==> src/common/fabric_pkg.sv <==
package fabric_pkg;

    // ########################################
    // widths and basic types
    // ########################################

    localparam int addr_w = 32;
    localparam int data_w = 32;
    localparam int strb_w = data_w / 8;

    typedef logic [addr_w-1:0] addr_t;
    typedef logic [data_w-1:0] data_t;
    typedef logic [strb_w-1:0] strb_t;

    typedef logic [1:0] resp_t;

    localparam resp_t resp_okay   = 2'd0;
    localparam resp_t resp_slverr = 2'd2; // subordinate timeout
    localparam resp_t resp_decerr = 2'd3; // unmapped address

    // ########################################
    // address map
    // ########################################

    typedef logic [1:0] sub_idx_t;

    localparam sub_idx_t sub_mem   = 2'd0;
    localparam sub_idx_t sub_hsip  = 2'd1;
    localparam sub_idx_t sub_lsdom = 2'd2;

    localparam int num_subs = 3;

    // end addresses are exclusive
    localparam addr_t mem_base   = 32'h0000_0000;
    localparam addr_t mem_end    = 32'h0008_0000;
    localparam addr_t hsip_base  = 32'h0009_0000;
    localparam addr_t hsip_end   = 32'h0009_0400;
    localparam addr_t lsdom_base = 32'h0100_0000;
    localparam addr_t lsdom_end  = 32'h0200_0000;

    // ########################################
    // watchdog
    // ########################################

    localparam int resp_timeout = 16; // cycles
    localparam int timer_w      = $clog2(resp_timeout);

endpackage

==> src/common/bus_if.sv <==
`timescale 1ns/100ps

interface bus_if;
    import fabric_pkg::*;

    logic  req_valid;
    logic  req_ready;
    logic  req_write;
    addr_t req_addr;
    data_t req_wdata;
    strb_t req_strb;

    logic  rsp_valid;
    logic  rsp_ready;
    data_t rsp_rdata; // zero on writes and errors
    resp_t rsp_resp;

    modport manager (
        output req_valid, req_write, req_addr, req_wdata, req_strb,
        input  req_ready,
        input  rsp_valid, rsp_rdata, rsp_resp,
        output rsp_ready
    );

    modport subordinate (
        input  req_valid, req_write, req_addr, req_wdata, req_strb,
        output req_ready,
        output rsp_valid, rsp_rdata, rsp_resp,
        input  rsp_ready
    );

endinterface

==> src/hw/fabric_arbiter.sv <==
`timescale 1ns/100ps

module fabric_arbiter (
    input  logic       clk,
    input  logic       rst_n,
    bus_if.subordinate cpu,
    bus_if.subordinate dma,
    bus_if.manager     shared
);

    logic busy;     // winner locked
    logic owner;    // 0 cpu, 1 dma
    logic last_q;   // manager served last
    logic pick;
    logic sel;
    logic rsp_done;

    // both valid -> the one not served last
    assign pick = (cpu.req_valid && dma.req_valid) ? ~last_q : dma.req_valid;
    assign sel  = busy ? owner : pick;

    assign rsp_done = shared.rsp_valid && shared.rsp_ready;

    // ########################################
    // request steering
    // ########################################

    assign shared.req_valid = sel ? dma.req_valid : cpu.req_valid;
    assign shared.req_write = sel ? dma.req_write : cpu.req_write;
    assign shared.req_addr  = sel ? dma.req_addr  : cpu.req_addr;
    assign shared.req_wdata = sel ? dma.req_wdata : cpu.req_wdata;
    assign shared.req_strb  = sel ? dma.req_strb  : cpu.req_strb;

    assign cpu.req_ready = !sel && shared.req_ready;
    assign dma.req_ready = sel && shared.req_ready;

    // ########################################
    // response return
    // ########################################

    assign cpu.rsp_valid = busy && !owner && shared.rsp_valid;
    assign dma.rsp_valid = busy && owner && shared.rsp_valid;
    assign cpu.rsp_rdata = shared.rsp_rdata;
    assign dma.rsp_rdata = shared.rsp_rdata;
    assign cpu.rsp_resp  = shared.rsp_resp;
    assign dma.rsp_resp  = shared.rsp_resp;

    assign shared.rsp_ready = busy && (owner ? dma.rsp_ready : cpu.rsp_ready);

    always_ff @(posedge clk or negedge rst_n) begin
        if (!rst_n) begin
            busy   <= 1'b0;
            owner  <= 1'b0;
            last_q <= 1'b1; // cpu goes first
        end else if (!busy) begin
            if (cpu.req_valid || dma.req_valid) begin
                busy  <= 1'b1;
                owner <= pick;
            end
        end else if (rsp_done) begin
            busy   <= 1'b0;
            last_q <= owner;
        end
    end

endmodule

==> src/hw/addr_decoder.sv <==
`timescale 1ns/100ps

module addr_decoder (
    input  fabric_pkg::addr_t    addr,
    output logic                 hit,
    output fabric_pkg::sub_idx_t idx,
    output fabric_pkg::addr_t    offset
);
    import fabric_pkg::*;

    logic in_mem;
    logic in_hsip;
    logic in_lsdom;

    assign in_mem   = (addr >= mem_base) && (addr < mem_end);
    assign in_hsip  = (addr >= hsip_base) && (addr < hsip_end);
    assign in_lsdom = (addr >= lsdom_base) && (addr < lsdom_end);

    always_comb begin
        hit    = 1'b1;
        idx    = sub_mem;
        offset = '0;
        if (in_mem) begin
            idx    = sub_mem;
            offset = addr - mem_base;
        end else if (in_hsip) begin
            idx    = sub_hsip;
            offset = addr - hsip_base;
        end else if (in_lsdom) begin
            idx    = sub_lsdom;
            offset = addr - lsdom_base;
        end else begin
            hit = 1'b0; // outside the map
        end
    end

endmodule

==> src/fabric_ctrl/resp_timer.sv <==
`timescale 1ns/100ps

module resp_timer (
    input  logic clk,
    input  logic rst_n,
    input  logic run,
    output logic expired
);
    import fabric_pkg::*;

    logic [timer_w-1:0] count;

    // high on the resp_timeout-th cycle of run
    assign expired = run && (count == timer_w'(resp_timeout - 1));

    always_ff @(posedge clk or negedge rst_n) begin
        if (!rst_n) begin
            count <= '0;
        end else if (!run) begin
            count <= '0;
        end else if (!expired) begin
            count <= count + 1'b1;
        end
    end

endmodule

==> src/fabric_ctrl/fabric_ctrl.sv <==
`timescale 1ns/100ps

module fabric_ctrl (
    input  logic       clk,
    input  logic       rst_n,
    input  logic       pause_req,
    output logic       pause_ack,
    bus_if.subordinate shared,
    bus_if.manager     subs [fabric_pkg::num_subs]
);
    import fabric_pkg::*;

    typedef enum logic [2:0] {
        st_idle,
        st_issue,
        st_wait_rsp,
        st_respond,
        st_paused
    } state_t;

    state_t   state;
    logic     ready_q;
    logic     accept;
    logic     timeout;

    logic     dec_hit;
    sub_idx_t dec_idx;
    addr_t    dec_offset;

    logic     wr_q;
    addr_t    offset_q;
    data_t    wdata_q;
    strb_t    strb_q;
    sub_idx_t idx_q;
    data_t    rdata_q;
    resp_t    resp_q;

    logic     timer_run;
    logic     timer_expired;

    logic [num_subs-1:0] sub_req_ready;
    logic [num_subs-1:0] sub_rsp_valid;
    data_t               sub_rdata [num_subs];
    resp_t               sub_resp  [num_subs];
    logic                sel_req_ready;
    logic                sel_rsp_valid;

    assign shared.req_ready = ready_q && !pause_req;
    assign accept           = shared.req_valid && shared.req_ready;

    addr_decoder u_addr_decoder (
        .addr   (shared.req_addr),
        .hit    (dec_hit),
        .idx    (dec_idx),
        .offset (dec_offset)
    );

    assign timer_run = (state == st_issue) || (state == st_wait_rsp);

    resp_timer u_resp_timer (
        .clk     (clk),
        .rst_n   (rst_n),
        .run     (timer_run),
        .expired (timer_expired)
    );

    // ########################################
    // subordinate side
    // ########################################

    for (genvar i = 0; i < num_subs; i++) begin : g_sub
        assign subs[i].req_valid = (state == st_issue) && (idx_q == sub_idx_t'(i));
        assign subs[i].req_write = wr_q;
        assign subs[i].req_addr  = offset_q; // region relative
        assign subs[i].req_wdata = wdata_q;
        assign subs[i].req_strb  = strb_q;
        assign subs[i].rsp_ready = (state == st_wait_rsp) && (idx_q == sub_idx_t'(i));

        assign sub_req_ready[i] = subs[i].req_ready;
        assign sub_rsp_valid[i] = subs[i].rsp_valid;
        assign sub_rdata[i]     = subs[i].rsp_rdata;
        assign sub_resp[i]      = subs[i].rsp_resp;
    end

    assign sel_req_ready = sub_req_ready[idx_q];
    assign sel_rsp_valid = sub_rsp_valid[idx_q];

    // handshake wins over a same-cycle expiry
    assign timeout = timer_expired &&
                     (((state == st_issue) && !sel_req_ready) ||
                      ((state == st_wait_rsp) && !sel_rsp_valid));

    // ########################################
    // manager side
    // ########################################

    assign shared.rsp_valid = (state == st_respond);
    assign shared.rsp_rdata = rdata_q;
    assign shared.rsp_resp  = resp_q;

    assign pause_ack = (state == st_paused);

    always_ff @(posedge clk or negedge rst_n) begin
        if (!rst_n) begin
            state   <= st_idle;
            ready_q <= 1'b0;
        end else begin
            ready_q <= 1'b0;
            case (state)
                st_idle: begin
                    if (pause_req) begin
                        state <= st_paused;
                    end else if (accept) begin
                        state <= dec_hit ? st_issue : st_respond;
                    end else begin
                        ready_q <= shared.req_valid;
                    end
                end
                st_issue: begin
                    if (sel_req_ready) begin
                        state <= st_wait_rsp;
                    end else if (timeout) begin
                        state <= st_respond; // request dropped
                    end
                end
                st_wait_rsp: begin
                    if (sel_rsp_valid || timeout) begin
                        state <= st_respond;
                    end
                end
                st_respond: begin
                    if (shared.rsp_ready) begin
                        state <= st_idle;
                    end
                end
                st_paused: begin
                    if (!pause_req) begin
                        state <= st_idle;
                    end
                end
                default: state <= st_idle;
            endcase
        end
    end

    always_ff @(posedge clk) begin
        if (accept) begin
            wr_q     <= shared.req_write;
            offset_q <= dec_offset;
            wdata_q  <= shared.req_wdata;
            strb_q   <= shared.req_strb;
            idx_q    <= dec_idx;
        end
        if (accept && !dec_hit) begin
            rdata_q <= '0;
            resp_q  <= resp_decerr;
        end else if (timeout) begin
            rdata_q <= '0;
            resp_q  <= resp_slverr;
        end else if ((state == st_wait_rsp) && sel_rsp_valid) begin
            rdata_q <= sub_rdata[idx_q];
            resp_q  <= sub_resp[idx_q];
        end
    end

endmodule

==> src/hw/hsdom_fabric.sv <==
`timescale 1ns/100ps

module hsdom_fabric (
    input  logic              clk,
    input  logic              rst_n,
    input  logic              pause_req,
    output logic              pause_ack,

    input  logic              cpu_req_valid,
    output logic              cpu_req_ready,
    input  logic              cpu_req_write,
    input  fabric_pkg::addr_t cpu_req_addr,
    input  fabric_pkg::data_t cpu_req_wdata,
    input  fabric_pkg::strb_t cpu_req_strb,
    output logic              cpu_rsp_valid,
    input  logic              cpu_rsp_ready,
    output fabric_pkg::data_t cpu_rsp_rdata,
    output fabric_pkg::resp_t cpu_rsp_resp,

    input  logic              dma_req_valid,
    output logic              dma_req_ready,
    input  logic              dma_req_write,
    input  fabric_pkg::addr_t dma_req_addr,
    input  fabric_pkg::data_t dma_req_wdata,
    input  fabric_pkg::strb_t dma_req_strb,
    output logic              dma_rsp_valid,
    input  logic              dma_rsp_ready,
    output fabric_pkg::data_t dma_rsp_rdata,
    output fabric_pkg::resp_t dma_rsp_resp,

    output logic              mem_req_valid,
    input  logic              mem_req_ready,
    output logic              mem_req_write,
    output fabric_pkg::addr_t mem_req_addr,
    output fabric_pkg::data_t mem_req_wdata,
    output fabric_pkg::strb_t mem_req_strb,
    input  logic              mem_rsp_valid,
    output logic              mem_rsp_ready,
    input  fabric_pkg::data_t mem_rsp_rdata,
    input  fabric_pkg::resp_t mem_rsp_resp,

    output logic              hsip_req_valid,
    input  logic              hsip_req_ready,
    output logic              hsip_req_write,
    output fabric_pkg::addr_t hsip_req_addr,
    output fabric_pkg::data_t hsip_req_wdata,
    output fabric_pkg::strb_t hsip_req_strb,
    input  logic              hsip_rsp_valid,
    output logic              hsip_rsp_ready,
    input  fabric_pkg::data_t hsip_rsp_rdata,
    input  fabric_pkg::resp_t hsip_rsp_resp,

    output logic              lsdom_req_valid,
    input  logic              lsdom_req_ready,
    output logic              lsdom_req_write,
    output fabric_pkg::addr_t lsdom_req_addr,
    output fabric_pkg::data_t lsdom_req_wdata,
    output fabric_pkg::strb_t lsdom_req_strb,
    input  logic              lsdom_rsp_valid,
    output logic              lsdom_rsp_ready,
    input  fabric_pkg::data_t lsdom_rsp_rdata,
    input  fabric_pkg::resp_t lsdom_rsp_resp
);
    import fabric_pkg::*;

    bus_if cpu_bus ();
    bus_if dma_bus ();
    bus_if shared_bus ();
    bus_if sub_bus [num_subs] ();

    // ########################################
    // manager ports
    // ########################################

    assign cpu_bus.req_valid = cpu_req_valid;
    assign cpu_bus.req_write = cpu_req_write;
    assign cpu_bus.req_addr  = cpu_req_addr;
    assign cpu_bus.req_wdata = cpu_req_wdata;
    assign cpu_bus.req_strb  = cpu_req_strb;
    assign cpu_bus.rsp_ready = cpu_rsp_ready;
    assign cpu_req_ready     = cpu_bus.req_ready;
    assign cpu_rsp_valid     = cpu_bus.rsp_valid;
    assign cpu_rsp_rdata     = cpu_bus.rsp_rdata;
    assign cpu_rsp_resp      = cpu_bus.rsp_resp;

    assign dma_bus.req_valid = dma_req_valid;
    assign dma_bus.req_write = dma_req_write;
    assign dma_bus.req_addr  = dma_req_addr;
    assign dma_bus.req_wdata = dma_req_wdata;
    assign dma_bus.req_strb  = dma_req_strb;
    assign dma_bus.rsp_ready = dma_rsp_ready;
    assign dma_req_ready     = dma_bus.req_ready;
    assign dma_rsp_valid     = dma_bus.rsp_valid;
    assign dma_rsp_rdata     = dma_bus.rsp_rdata;
    assign dma_rsp_resp      = dma_bus.rsp_resp;

    // ########################################
    // subordinate ports
    // ########################################

    assign mem_req_valid                = sub_bus[sub_mem].req_valid;
    assign mem_req_write                = sub_bus[sub_mem].req_write;
    assign mem_req_addr                 = sub_bus[sub_mem].req_addr;
    assign mem_req_wdata                = sub_bus[sub_mem].req_wdata;
    assign mem_req_strb                 = sub_bus[sub_mem].req_strb;
    assign mem_rsp_ready                = sub_bus[sub_mem].rsp_ready;
    assign sub_bus[sub_mem].req_ready   = mem_req_ready;
    assign sub_bus[sub_mem].rsp_valid   = mem_rsp_valid;
    assign sub_bus[sub_mem].rsp_rdata   = mem_rsp_rdata;
    assign sub_bus[sub_mem].rsp_resp    = mem_rsp_resp;

    assign hsip_req_valid               = sub_bus[sub_hsip].req_valid;
    assign hsip_req_write               = sub_bus[sub_hsip].req_write;
    assign hsip_req_addr                = sub_bus[sub_hsip].req_addr;
    assign hsip_req_wdata               = sub_bus[sub_hsip].req_wdata;
    assign hsip_req_strb                = sub_bus[sub_hsip].req_strb;
    assign hsip_rsp_ready               = sub_bus[sub_hsip].rsp_ready;
    assign sub_bus[sub_hsip].req_ready  = hsip_req_ready;
    assign sub_bus[sub_hsip].rsp_valid  = hsip_rsp_valid;
    assign sub_bus[sub_hsip].rsp_rdata  = hsip_rsp_rdata;
    assign sub_bus[sub_hsip].rsp_resp   = hsip_rsp_resp;

    assign lsdom_req_valid              = sub_bus[sub_lsdom].req_valid;
    assign lsdom_req_write              = sub_bus[sub_lsdom].req_write;
    assign lsdom_req_addr               = sub_bus[sub_lsdom].req_addr;
    assign lsdom_req_wdata              = sub_bus[sub_lsdom].req_wdata;
    assign lsdom_req_strb               = sub_bus[sub_lsdom].req_strb;
    assign lsdom_rsp_ready              = sub_bus[sub_lsdom].rsp_ready;
    assign sub_bus[sub_lsdom].req_ready = lsdom_req_ready;
    assign sub_bus[sub_lsdom].rsp_valid = lsdom_rsp_valid;
    assign sub_bus[sub_lsdom].rsp_rdata = lsdom_rsp_rdata;
    assign sub_bus[sub_lsdom].rsp_resp  = lsdom_rsp_resp;

    fabric_arbiter u_fabric_arbiter (
        .clk    (clk),
        .rst_n  (rst_n),
        .cpu    (cpu_bus),
        .dma    (dma_bus),
        .shared (shared_bus)
    );

    fabric_ctrl u_fabric_ctrl (
        .clk       (clk),
        .rst_n     (rst_n),
        .pause_req (pause_req),
        .pause_ack (pause_ack),
        .shared    (shared_bus),
        .subs      (sub_bus)
    );

endmodule

==> config.mk <==
export PLATFORM = sky130hd
export DESIGN_NAME = hsdom_fabric
export DESIGN_NICKNAME = d
export VERILOG_FILES = /design/src/common/fabric_pkg.sv /design/src/common/bus_if.sv /design/src/hw/fabric_arbiter.sv /design/src/hw/addr_decoder.sv /design/src/fabric_ctrl/resp_timer.sv /design/src/fabric_ctrl/fabric_ctrl.sv /design/src/hw/hsdom_fabric.sv
export SDC_FILE = /design/constraint.sdc
export NUM_CORES = 1
export LEC_CHECK = 0
export BUFFER_PORTS_ARGS = -buffer_cell sky130_fd_sc_hd__buf_2
export CELL_PAD_IN_SITES_DETAIL_PLACEMENT = 0
export CELL_PAD_IN_SITES_GLOBAL_PLACEMENT = 1
export CORE_AREA = 2 2 212 214
export DETAILED_ROUTE_END_ITERATION = 10
export DIE_AREA = 0 0 214 216
export PLACE_DENSITY = 0.61
export SLEW_MARGIN = 15
export SYNTH_ARGS = -nofsm -noshare
export SYNTH_HDL_FRONTEND = slang
export SYNTH_SLANG_ARGS = --single-unit
==> constraint.sdc <==
create_clock -name clk -period 4 [get_ports clk]
set_input_delay 0.8 -clock clk [delete_from_list [all_inputs] [get_ports clk]]
set_output_delay 0.8 -clock clk [all_outputs]
set_load 0.02 [all_outputs]
# Word-level counts from Yosys, hierarchy flattened
# Index checks and enable logic that the tools add are counted.
[op_classes] muxes=45 div_mod_pow=0 n_shift=0 bitwise=3 multipliers=0 reduce_logical=44 n_lt_le_gt_ge=8 n_eq_ne=13 addsub=3
[op_table] cell="$mux 32" n=7
[op_table] cell="$bmux 32 s2" n=1
[op_table] cell="$lt 32x20->1 const B" n=2
[op_table] cell="$ge 32x1->1 const B" n=1
[op_table] cell="$ge 32x20->1 const B" n=1
[op_table] cell="$ge 32x25->1 const B" n=1
[op_table] cell="$lt 32x26->1 const B" n=1
[op_table] cell="$sub 32x20->32 const B" n=1
[op_table] cell="$sub 32x25->32 const B" n=1
[op_table] cell="$logic_and 1x1->1" n=26
[op_table] cell="$mux 3" n=7
[op_table] cell="$mux 1" n=19
[op_table] cell="$pmux 3 s5" n=1
[op_table] cell="$mux 4" n=3
[op_table] cell="$mux 2" n=4
[op_table] cell="$ne 2x2->1 const B" n=4
[op_table] cell="$eq 3x2->1 const B" n=2
[op_table] cell="$logic_not 1->1" n=6
[op_table] cell="$reduce_and 5->1" n=1
[op_table] cell="$add 4x1->4 const B" n=1
[op_table] cell="$bmux 1 s2" n=2
[op_table] cell="$bmux 2 s2" n=1
[op_table] cell="$eq 4x4->1 const B" n=1
[op_table] cell="$logic_or 1x1->1" n=4
[op_table] cell="15 further kinds" n=18
[word_totals] ff_bits=116 n_memories=0 latchBits=0 elab_cells=131 ramBits=0 rom_bits=0

# Logic depth before layout (Yosys ltp)
# Gate-level depths: netlist of run 1.
[logic_depth] ltp_word=13 mapped_depth=15 ltp_nobuf=13

# Modules after synthesis
# A second synthesis of run 1 with hierarchy kept.
[hier_totals] hier_cells=781 hier_area_um2=8051.5
[by_module_without_submodules] mod="fabric_ctrl" n_inst=1 cells_each=493 area_each_um2=5616.6 seq_area_each_um2=2912.8
[by_module_without_submodules] mod="fabric_arbiter" n_inst=1 cells_each=169 area_each_um2=1565.3 seq_area_each_um2=76.3
[by_module_without_submodules] mod="addr_decoder" n_inst=1 cells_each=99 area_each_um2=656.9 seq_area_each_um2=0.0
[by_module_without_submodules] mod="resp_timer" n_inst=1 cells_each=20 area_each_um2=212.7 seq_area_each_um2=100.1

# Worst setup path before layout of run 1
# OpenSTA, ideal clock, no wires.
[synth_timing] path_type="input -> register" from="input port cpu_req_valid" to="register u_fabric_ctrl.resp_q[1], in the netlist u_fabric_ctrl.shared.rsp_resp[1]" setup_slack_ns=0.361 stages=12 t_arrival_ns=3.519 n_path_buf=1 setup_ns=0.120 required_time_ns=3.880 cell_sequence="and2_4 > o21ai_1 > buf_4 > mux2i_1 > ha_1 > inv_1 > or2_0 > o311ai_1 > nand4_1 > o211a_4 > a21o_4 > a211o_1"
[synth_between] elab_chain_len=12
[synth_lines] item="from (decl)" line="hsdom_fabric.sv:9" rtl="input logic cpu_req_valid,"
[synth_lines] item="$logic_and 1x1->1" line="fabric_arbiter.sv:19" rtl="assign pick = (cpu.req_valid && dma.req_valid) ? ~last_q : dma.req_valid;"
[synth_lines] item="$mux 1" line="fabric_arbiter.sv:19"
[synth_lines] item="$mux 1" line="fabric_arbiter.sv:20" rtl="assign sel = busy ? owner : pick;"
[synth_lines] item="$mux 32" line="fabric_arbiter.sv:30" rtl="assign shared.req_addr = sel ? dma.req_addr : cpu.req_addr;"
[synth_lines] item="$ge 32x25->1 or $lt 32x26->1 (tied branches)" line="addr_decoder.sv:17" rtl="assign in_lsdom = (addr >= lsdom_base) && (addr < lsdom_end);"
[synth_lines] item="$logic_and 1x1->1" line="addr_decoder.sv:17"
[synth_lines] item="$mux 1" line="addr_decoder.sv:29" rtl="end else if (in_lsdom) begin"
[synth_lines] item="$mux 1" line="addr_decoder.sv:26" rtl="end else if (in_hsip) begin"
[synth_lines] item="$mux 1" line="addr_decoder.sv:23" rtl="if (in_mem) begin"
[synth_lines] item="$logic_not 1->1" line="fabric_ctrl.sv:154" rtl="if (accept && !dec_hit) begin"
[synth_lines] item="$logic_and 1x1->1 *" line="fabric_ctrl.sv:154"
[synth_lines] item="$reduce_or 2->1 (no source line) *"
[synth_lines] item="to (signal assigned)" line="fabric_ctrl.sv:156" rtl="resp_q <= resp_decerr;"
[synth_lines] item="to (signal assigned)" line="fabric_ctrl.sv:159" rtl="resp_q <= resp_slverr;"
[synth_lines] item="to (signal assigned)" line="fabric_ctrl.sv:162" rtl="resp_q <= sub_resp[idx_q];"
[synth_lines] item="to (decl)" line="fabric_ctrl.sv:36" rtl="resp_t resp_q;"
# Mark *: on every way between the ends. The rest lies on a longest branch, timed or not.
# A chain may end at the register's enable or synchronous reset.

# Final worst setup path of run 1
[layout_timing] from="register u_fabric_arbiter.busy" to="register u_fabric_ctrl.offset_q[25], in the netlist u_fabric_ctrl.subs[0].req_addr[25] (data pin)"
[layout_between] elab_chain_len=7
[layout_lines] item="from (decl)" line="fabric_arbiter.sv:11" rtl="logic busy;"
[layout_lines] item="from (signal assigned)" line="fabric_arbiter.sv:52" rtl="busy <= 1'b0;"
[layout_lines] item="from (signal assigned)" line="fabric_arbiter.sv:57" rtl="busy <= 1'b1;"
[layout_lines] item="from (signal assigned)" line="fabric_arbiter.sv:61" rtl="busy <= 1'b0;"
[layout_lines] item="$mux 1 *" line="fabric_arbiter.sv:20"
[layout_lines] item="$mux 32 *" line="fabric_arbiter.sv:30"
[layout_lines] item="$ge 32x25->1 or $lt 32x26->1 (tied branches)" line="addr_decoder.sv:17"
[layout_lines] item="$logic_and 1x1->1" line="addr_decoder.sv:17"
[layout_lines] item="$mux 32" line="addr_decoder.sv:29"
[layout_lines] item="$mux 32" line="addr_decoder.sv:26"
[layout_lines] item="$mux 32 *" line="addr_decoder.sv:23"
[layout_lines] item="named net u_fabric_ctrl.dec_offset[25]" line="fabric_ctrl.sv:28" rtl="addr_t dec_offset;"
[layout_lines] item="to (signal assigned)" line="fabric_ctrl.sv:149" rtl="offset_q <= dec_offset;"
[layout_lines] item="to (decl)" line="fabric_ctrl.sv:31" rtl="addr_t offset_q;"
# Mark *: on every way through the listed nets, which the timed path passes. The rest lies on a longest branch.

==> impl_metrics.json, run 1 <==
{
  "core_sq_um": 43800,
  "crit_required_ps": 4170,
  "drc": 0,
  "drive_above_1_share_pct": 49.7,
  "relSlewSlack_pct": 55.2,
  "synth_nets": 1155,
  "clock_latency_ps": 430,
  "end_kind": "flop",
  "ctsHoldBuffers": 0,
  "netlist_area_sq_um": 7820,
  "rrSetupSlack_ps": 670,
  "period_needed_ps": 3330,
  "outcome": "finished clean",
  "peakVddDrop_mv": 0.261,
  "fin_tns_setup_ps": 0,
  "p_leak_nw": 5.15,
  "grtUsageMet2_pct": 27.5,
  "cp_slowest_cell": "a211oi_1",
  "synth_area_leaders": "edfxtp_1, buf_4, dfxtp_1, nand2_1, mux2i_1",
  "die_h_microns": 216,
  "setup.worst_path.class": "flop to flop",
  "die_area_sq_um": 46200,
  "gp_congestion": 0.917,
  "globalRoute.busiestLayer": "met2",
  "area.sequential_sq_um": 3090,
  "cts-resized-gates": 0,
  "rows": 77,
  "final-setup-viol-count": 0,
  "multiInputGateArea_sq_um": 3200,
  "rsz0062_at_grt": "no",
  "use_met1_pct": 15.8,
  "grt_antenna_before_repair": 13,
  "cts_htree_levels": 4,
  "grt_overflow": 0,
  "async_reset_ff_share_pct": 9.48,
  "crit_path_cell_trace": "nand2_1 -> o21a_4 -> mux2i_1 -> ha_1 -> inv_1 -> a211oi_1 -> o211a_2 -> or2_1 -> nor2_2 -> a311o_1",
  "synth_edf_count": 71,
  "synth-seq-cells": 116,
  "synth_area_leader_cell": "edfxtp_1",
  "grt_pass1_wl_microns": 49200,
  "cts_tree": "built",
  "maxCapViolCount": 0,
  "vias": 7561,
  "clock.fmax_mhz": 300,
  "hold-worst-slack_ps": 244,
  "syn_inst": 896,
  "synthToLayoutAreaGrowth_pct": 34.2,
  "cts_buffers": 17,
  "arrival_ps": 3510,
  "postCtsSetupRepairBufs": 0,
  "min_period_over_period_pct": 83.3,
  "path_delay_family": "compound AO/OA/AOI/OAI gates",
  "p_per_area_nw_per_um2": 550,
  "hp-class": "primary input to async pin",
  "worst_setup_path_start_kind": "flop",
  "drtIter0Drc": 260,
  "grt_max_degree": 70,
  "dp.final_hpwl_microns": 29000,
  "ys_seq_area_share_pct": 39.5,
  "port-buffer-count": 538,
  "dieWidth_microns": 214,
  "grt_usage_pct": 14.6,
  "final_nets": 1513,
  "first_pass_iters": 5,
  "start_util_pct": 17.8,
  "avgSynthCellArea_sq_um": 8.73,
  "ant_nets": 0,
  "finalWirelength_microns": 34900,
  "drv_slew": 0,
  "avgRoutedWirePerCell_microns": 18.7,
  "io_pins": 539,
  "max_stage_delay_ps": 450,
  "crit_buf_inv": 1,
  "hold_viol_final": 0,
  "clk_pin_slew_ps": 60,
  "clock-sinks": 116,
  "dp.cells": 1827,
  "grt_pass1_vias": 7396,
  "root_buffer": "clkbuf_16",
  "ys.flop_type": "edfxtp_1",
  "yosysWarnings": 0,
  "avgViaCountPerCell": 4.06,
  "synth_top_cell_area_share_pct": 27.3,
  "worst_pin_slew_ps": 666,
  "path_max_fanout": 9,
  "finClkSkew_ps": 12.6,
  "nFillCells": 4820,
  "synth_cell_types": 67,
  "cts_buffer_depth": 2,
  "final_cells": 1864,
  "met3_usage_pct": 4.06
}
-- state kept, by name, indices dropped and copies added (netlist names), 2 cells and up --
name                              flops
u_fabric_ctrl.shared.rsp_rdata       32
u_fabric_ctrl.subs.req_addr          32
u_fabric_ctrl.subs.req_wdata         32
u_fabric_ctrl.subs.req_strb           4
u_fabric_ctrl.u_resp_timer.count      4
u_fabric_ctrl.state                   3
u_fabric_ctrl.idx_q                   2
u_fabric_ctrl.shared.rsp_resp         2
-- worst register-to-register path: cells and delay by family, from the launching register on --
kind | cells | cell delay, ps
AO/OA/AOI/OAI | 4 | 1400
adder cells (fa/ha/maj) | 1 | 200
buffers and inverters | 1 | 40
flip-flops | 1 | 420
multiplexers | 1 | 310
AND/OR/NAND/NOR | 3 | 720
-- power breakdown --
| part | switching [mW] | internal, mW |
|---|---|---|
| combinational | 1.68 | 0.863 |
| clock | 0.576 | 0.847 |
| sequential | 0.250 | 1.56 |
| total | 2.51 | 3.27 |
-- path summary, 6_finish.rpt --
check                                                     endpoint  depth (start not counted)                  start
worst max-delay path            u_fabric_ctrl.subs[0].req_addr[25]                         10  u_fabric_arbiter.busy
worst min-delay path                        u_fabric_ctrl.state[0]                          1                  rst_n
worst max register to register  u_fabric_ctrl.subs[0].req_addr[25]                         10  u_fabric_arbiter.busy
worst min register to register               u_fabric_ctrl.ready_q                          1  u_fabric_ctrl.ready_q
max in group asynchronous                  u_fabric_arbiter.last_q                          1                  rst_n
min in group clk                             u_fabric_ctrl.ready_q                          1  u_fabric_ctrl.ready_q
-- synthesized netlist by cell type, types with 2 or more instances --
cell      number
buf_4        173
nand2_1      164
a21oi_1       92
nor2_1        90
edfxtp_1      71
mux2i_1       48
dfxtp_1       34
clkbuf_1      31
nor2_4        30
nor3_1        16
inv_1         12
dfrtp_1       10
nor4_1        10
o21ai_0        8
nand3_1        7
buf_1          6
ha_1           6
o211ai_1       5
or4_1          5
a211oi_1       4
a31oi_1        4
a21o_1         3
and2_1         3
buf_2          3
buf_8          3
mux2_2         3
nand2b_1       3
nand4_1        3
o2111a_1       3
o31ai_1        3
or3_1          3
nor3b_1        2
o21ai_1        2
o221ai_1       2
o22ai_1        2
-- cells in the final DEF (no fill, tap or decap), drive strengths merged, types with 2 or more instances in the layout --
master    n
buf     555
nand2   164
nor2    121
a21oi    92
edfxtp   71
mux2i    48
dfxtp    34
clkbuf   22
nor3     16
inv      13
nor4     11
dfrtp    10
o21ai    10
clkinv    8
nand3     8
ha        6
diode     5
o211ai    5
or4       5
a211oi    4
a31oi     4
nand2b    4
a21o      4
and2      4
mux2      4
o2111a    3
o31ai     3
nand4     3
or3       3
o211a     3
nor3b     2
o221ai    2
o22ai     2
or2       2
o311ai    2
-- per-layer routing --
layer  vias to the layer above  wire, microns
met1                      3493          13300
met4                         6            822
met5                         -             41
met3                        47           2320
met2                       407          18400
li1                       3608              -
-- stage by stage --
step / worst slack, ps / instance area [sq um] / power (mW) / util (%)
after CTS: 706 / 10500 / 5.89 / 23.9
after global routing: 409 / 10500 / 6.15 / 23.9
after detailed placement: 317 / 9960 / 4.40 / 22.7
after floorplan: 361 / 7820 / 3.67 / -
final: 668 / 10500 / 5.77 / 23.9
after global placement: 367 / 9960 / 4.40 / 22.7
-- cell type report --
| type | count | share of cell area [%] |
|---|---|---|
| antenna | 5 | 0.119 |
| clock buffer | 22 | 4.23 |
| clock inverter | 10 | 0.787 |
| inverter | 13 | 0.489 |
| multi-input combinational | 551 | 30.5 |
| sequential | 116 | 29.4 |
| tap | 592 | 7.06 |
| timing repair buffer | 555 | 27.3 |
-- logic make-up (layout without fill, tap and decap cells) --
group	after synthesis	after routing	share of synthesized area, %
simple gates	348	348	21.7
buf+inv	229	600	19.8
compound gates	144	144	11.2
flops	116	116	39.5
mux	52	52	6.72
fa+ha+maj	6	6	0.960
xor+xnor	1	1	0.112
other cells	0	5	0
(Power assumes the default switching activity.)
==> run 2: changes to the inputs <==
==> constraint.sdc (replaced) <==
create_clock -name clk -period 3.2 [get_ports clk]
set_input_delay 0.64 -clock clk [delete_from_list [all_inputs] [get_ports clk]]
set_output_delay 0.64 -clock clk [all_outputs]
set_load 0.02 [all_outputs]
==> run 2 against run 1 <==
  * Non-clock buffer count grew 28
  * First-iteration DRC count grew 25%
  * Die area is the same
  * Power is 30% higher
  * Clock power increased by 33%
  * Count of clock-buffer cells in the layout rose by 3
  * Hold slack worse by 170 ps
  * Core utilization rose by 0.72 points
  * Fmax grew 9.3%
  * Sequential power rose by 24%
==> impl_metrics.json, run 2 (synthesis results as in run 1) <==
{
  "outcome": "finished clean",
  "worst_pin_slew_ps": 629,
  "final_cells": 1888,
  "p_total_mw": 7.50,
  "post-place-ws_ps": -183,
  "final_nets": 1541,
  "cts_buffers": 17,
  "avgRoutedWirePerCell_microns": 18.2,
  "drv_slew": 0,
  "start_util_pct": 17.8,
  "vias": 7678,
  "grt_max_degree": 72,
  "clock.fmax_mhz": 328,
  "dp.cells": 1852,
  "die_h_microns": 216,
  "drtIter0Drc": 325,
  "maxCapViolCount": 0,
  "cp_slowest_cell": "dfrtp_1",
  "crit_required_ps": 3460,
  "finalWirelength_microns": 34300,
  "finalWorstSetupSlack_ps": 151,
  "cp.depth": 12,
  "io_pins": 539,
  "min_period_over_period_pct": 95.3,
  "fin_tns_setup_ps": 0,
  "synthToLayoutAreaGrowth_pct": 38.2,
  "max_stage_delay_ps": 420,
  "rsz0062_at_grt": "yes",
  "period_needed_ps": 3050,
  "dieWidth_microns": 214,
  "worst_setup_path_start_kind": "flop",
  "grt_antenna_before_repair": 11,
  "hp-class": "primary input to async pin",
  "root_buffer": "clkbuf_16",
  "arrival_ps": 3300,
  "reg2reg_depth": 12,
  "finClkSkew_ps": 9.80,
  "final_cell_mix": "buf_2, nand2_1, a21oi_1",
  "path_max_fanout": 18,
  "rrSetupSlack_ps": 150,
  "p_leak_nw": 5.30,
  "placed_area_sq_um": 10100,
  "crit_path_cell_trace": "nand2b_4 -> o21ai_4 -> mux2i_2 -> inv_2 -> ha_4 -> o31ai_2 -> a31oi_1 -> o32ai_2 -> nand4_1 -> o211a_4 -> buf_4 -> a211oi_1",
  "cts_tree": "built",
  "avgViaCountPerCell": 4.07,
  "crit_buf_inv": 2,
  "ant_nets": 0,
  "gp_congestion": 0.890,
  "clock_latency_ps": 440,
  "hold-worst-slack_ps": 70.7,
  "grt_usage_pct": 14.3,
  "drive_above_1_share_pct": 51.7,
  "port-buffer-count": 538,
  "drc": 0,
  "setup.worst_path.class": "flop to flop",
  "final_common_cell": "buf_2",
  "fin_util_pct": 24.7,
  "clock-sinks": 116,
  "final-setup-viol-count": 0,
  "nFillCells": 4821,
  "relSlewSlack_pct": 58.0,
  "die_area_sq_um": 46200,
  "p_per_area_nw_per_um2": 693,
  "core_sq_um": 43800,
  "hold_viol_final": 0,
  "rows": 77,
  "first_pass_iters": 5,
  "grt_overflow": 0,
  "grt_pass1_wl_microns": 48100,
  "cts_htree_levels": 4,
  "clk_pin_slew_ps": 60,
  "stdcell_area_sq_um": 10800,
  "end_kind": "flop",
  "path_delay_family": "compound AO/OA/AOI/OAI gates",
  "cts_buffer_depth": 2,
  "grt_pass1_vias": 7389,
  "dp.final_hpwl_microns": 28100,
  "peakVddDrop_mv": 0.308
}
==> run 2: repair_timing <==
| action | 4_1_cts | 5_1_grt |
|---|---|---|
| resized for setup | 0 | 11 |
| hold buffers | 0 | 0 |
| buffers inserted | 0 | 2 |
| endpoints found under the setup margin | 0 | 59 |
| endpoints found under the hold margin | 0 | 0 |
==> run 2: layout make-up <==
type	count	area, sq um	area share, %
Clock buffer	25	528	4.88
Multi-Input combinational cell	551	3270	30.3
Antenna cell	1	2.50	0.0231
Tap cell	592	741	6.85
Sequential cell	116	3090	28.6
Timing Repair Buffer	583	3090	28.5
Inverter	13	51.3	0.475
Clock inverter	7	42.5	0.394
==> run 2: where the power goes <==
| part | internal [mW] | leakage [nW] | total [mW] | switching (mW) |
|---|---|---|---|---|
| Combinational | 1.21 | 3.92 | 3.36 | 2.15 |
| Sequential | 1.94 | 1.10 | 2.24 | 0.299 |
| Clock | 1.14 | 0.284 | 1.89 | 0.748 |
==> run 2: worst paths after layout <==
check / startpoint / endpoint
hold / removal: rst_n / u_fabric_arbiter.busy
setup / recovery: u_fabric_arbiter.busy / u_fabric_ctrl.subs[0].req_addr[19]
setup reg to reg: u_fabric_arbiter.busy / u_fabric_ctrl.subs[0].req_addr[19]
max in group asynchronous: rst_n / u_fabric_arbiter.last_q
min in group clk: cpu_req_wdata[25] / u_fabric_ctrl.subs[0].req_wdata[25]
hold reg to reg: u_fabric_ctrl.ready_q / u_fabric_ctrl.ready_q
==> run 2: per-layer routing <==
metal	global-route usage, %	up-vias	wire length [microns]
met5	0	-	84
li1	-	3660	-
met2	26.2	420	17500
met4	5.45	12	1050
met3	4.69	54	2570
met1	15.2	3532	13100
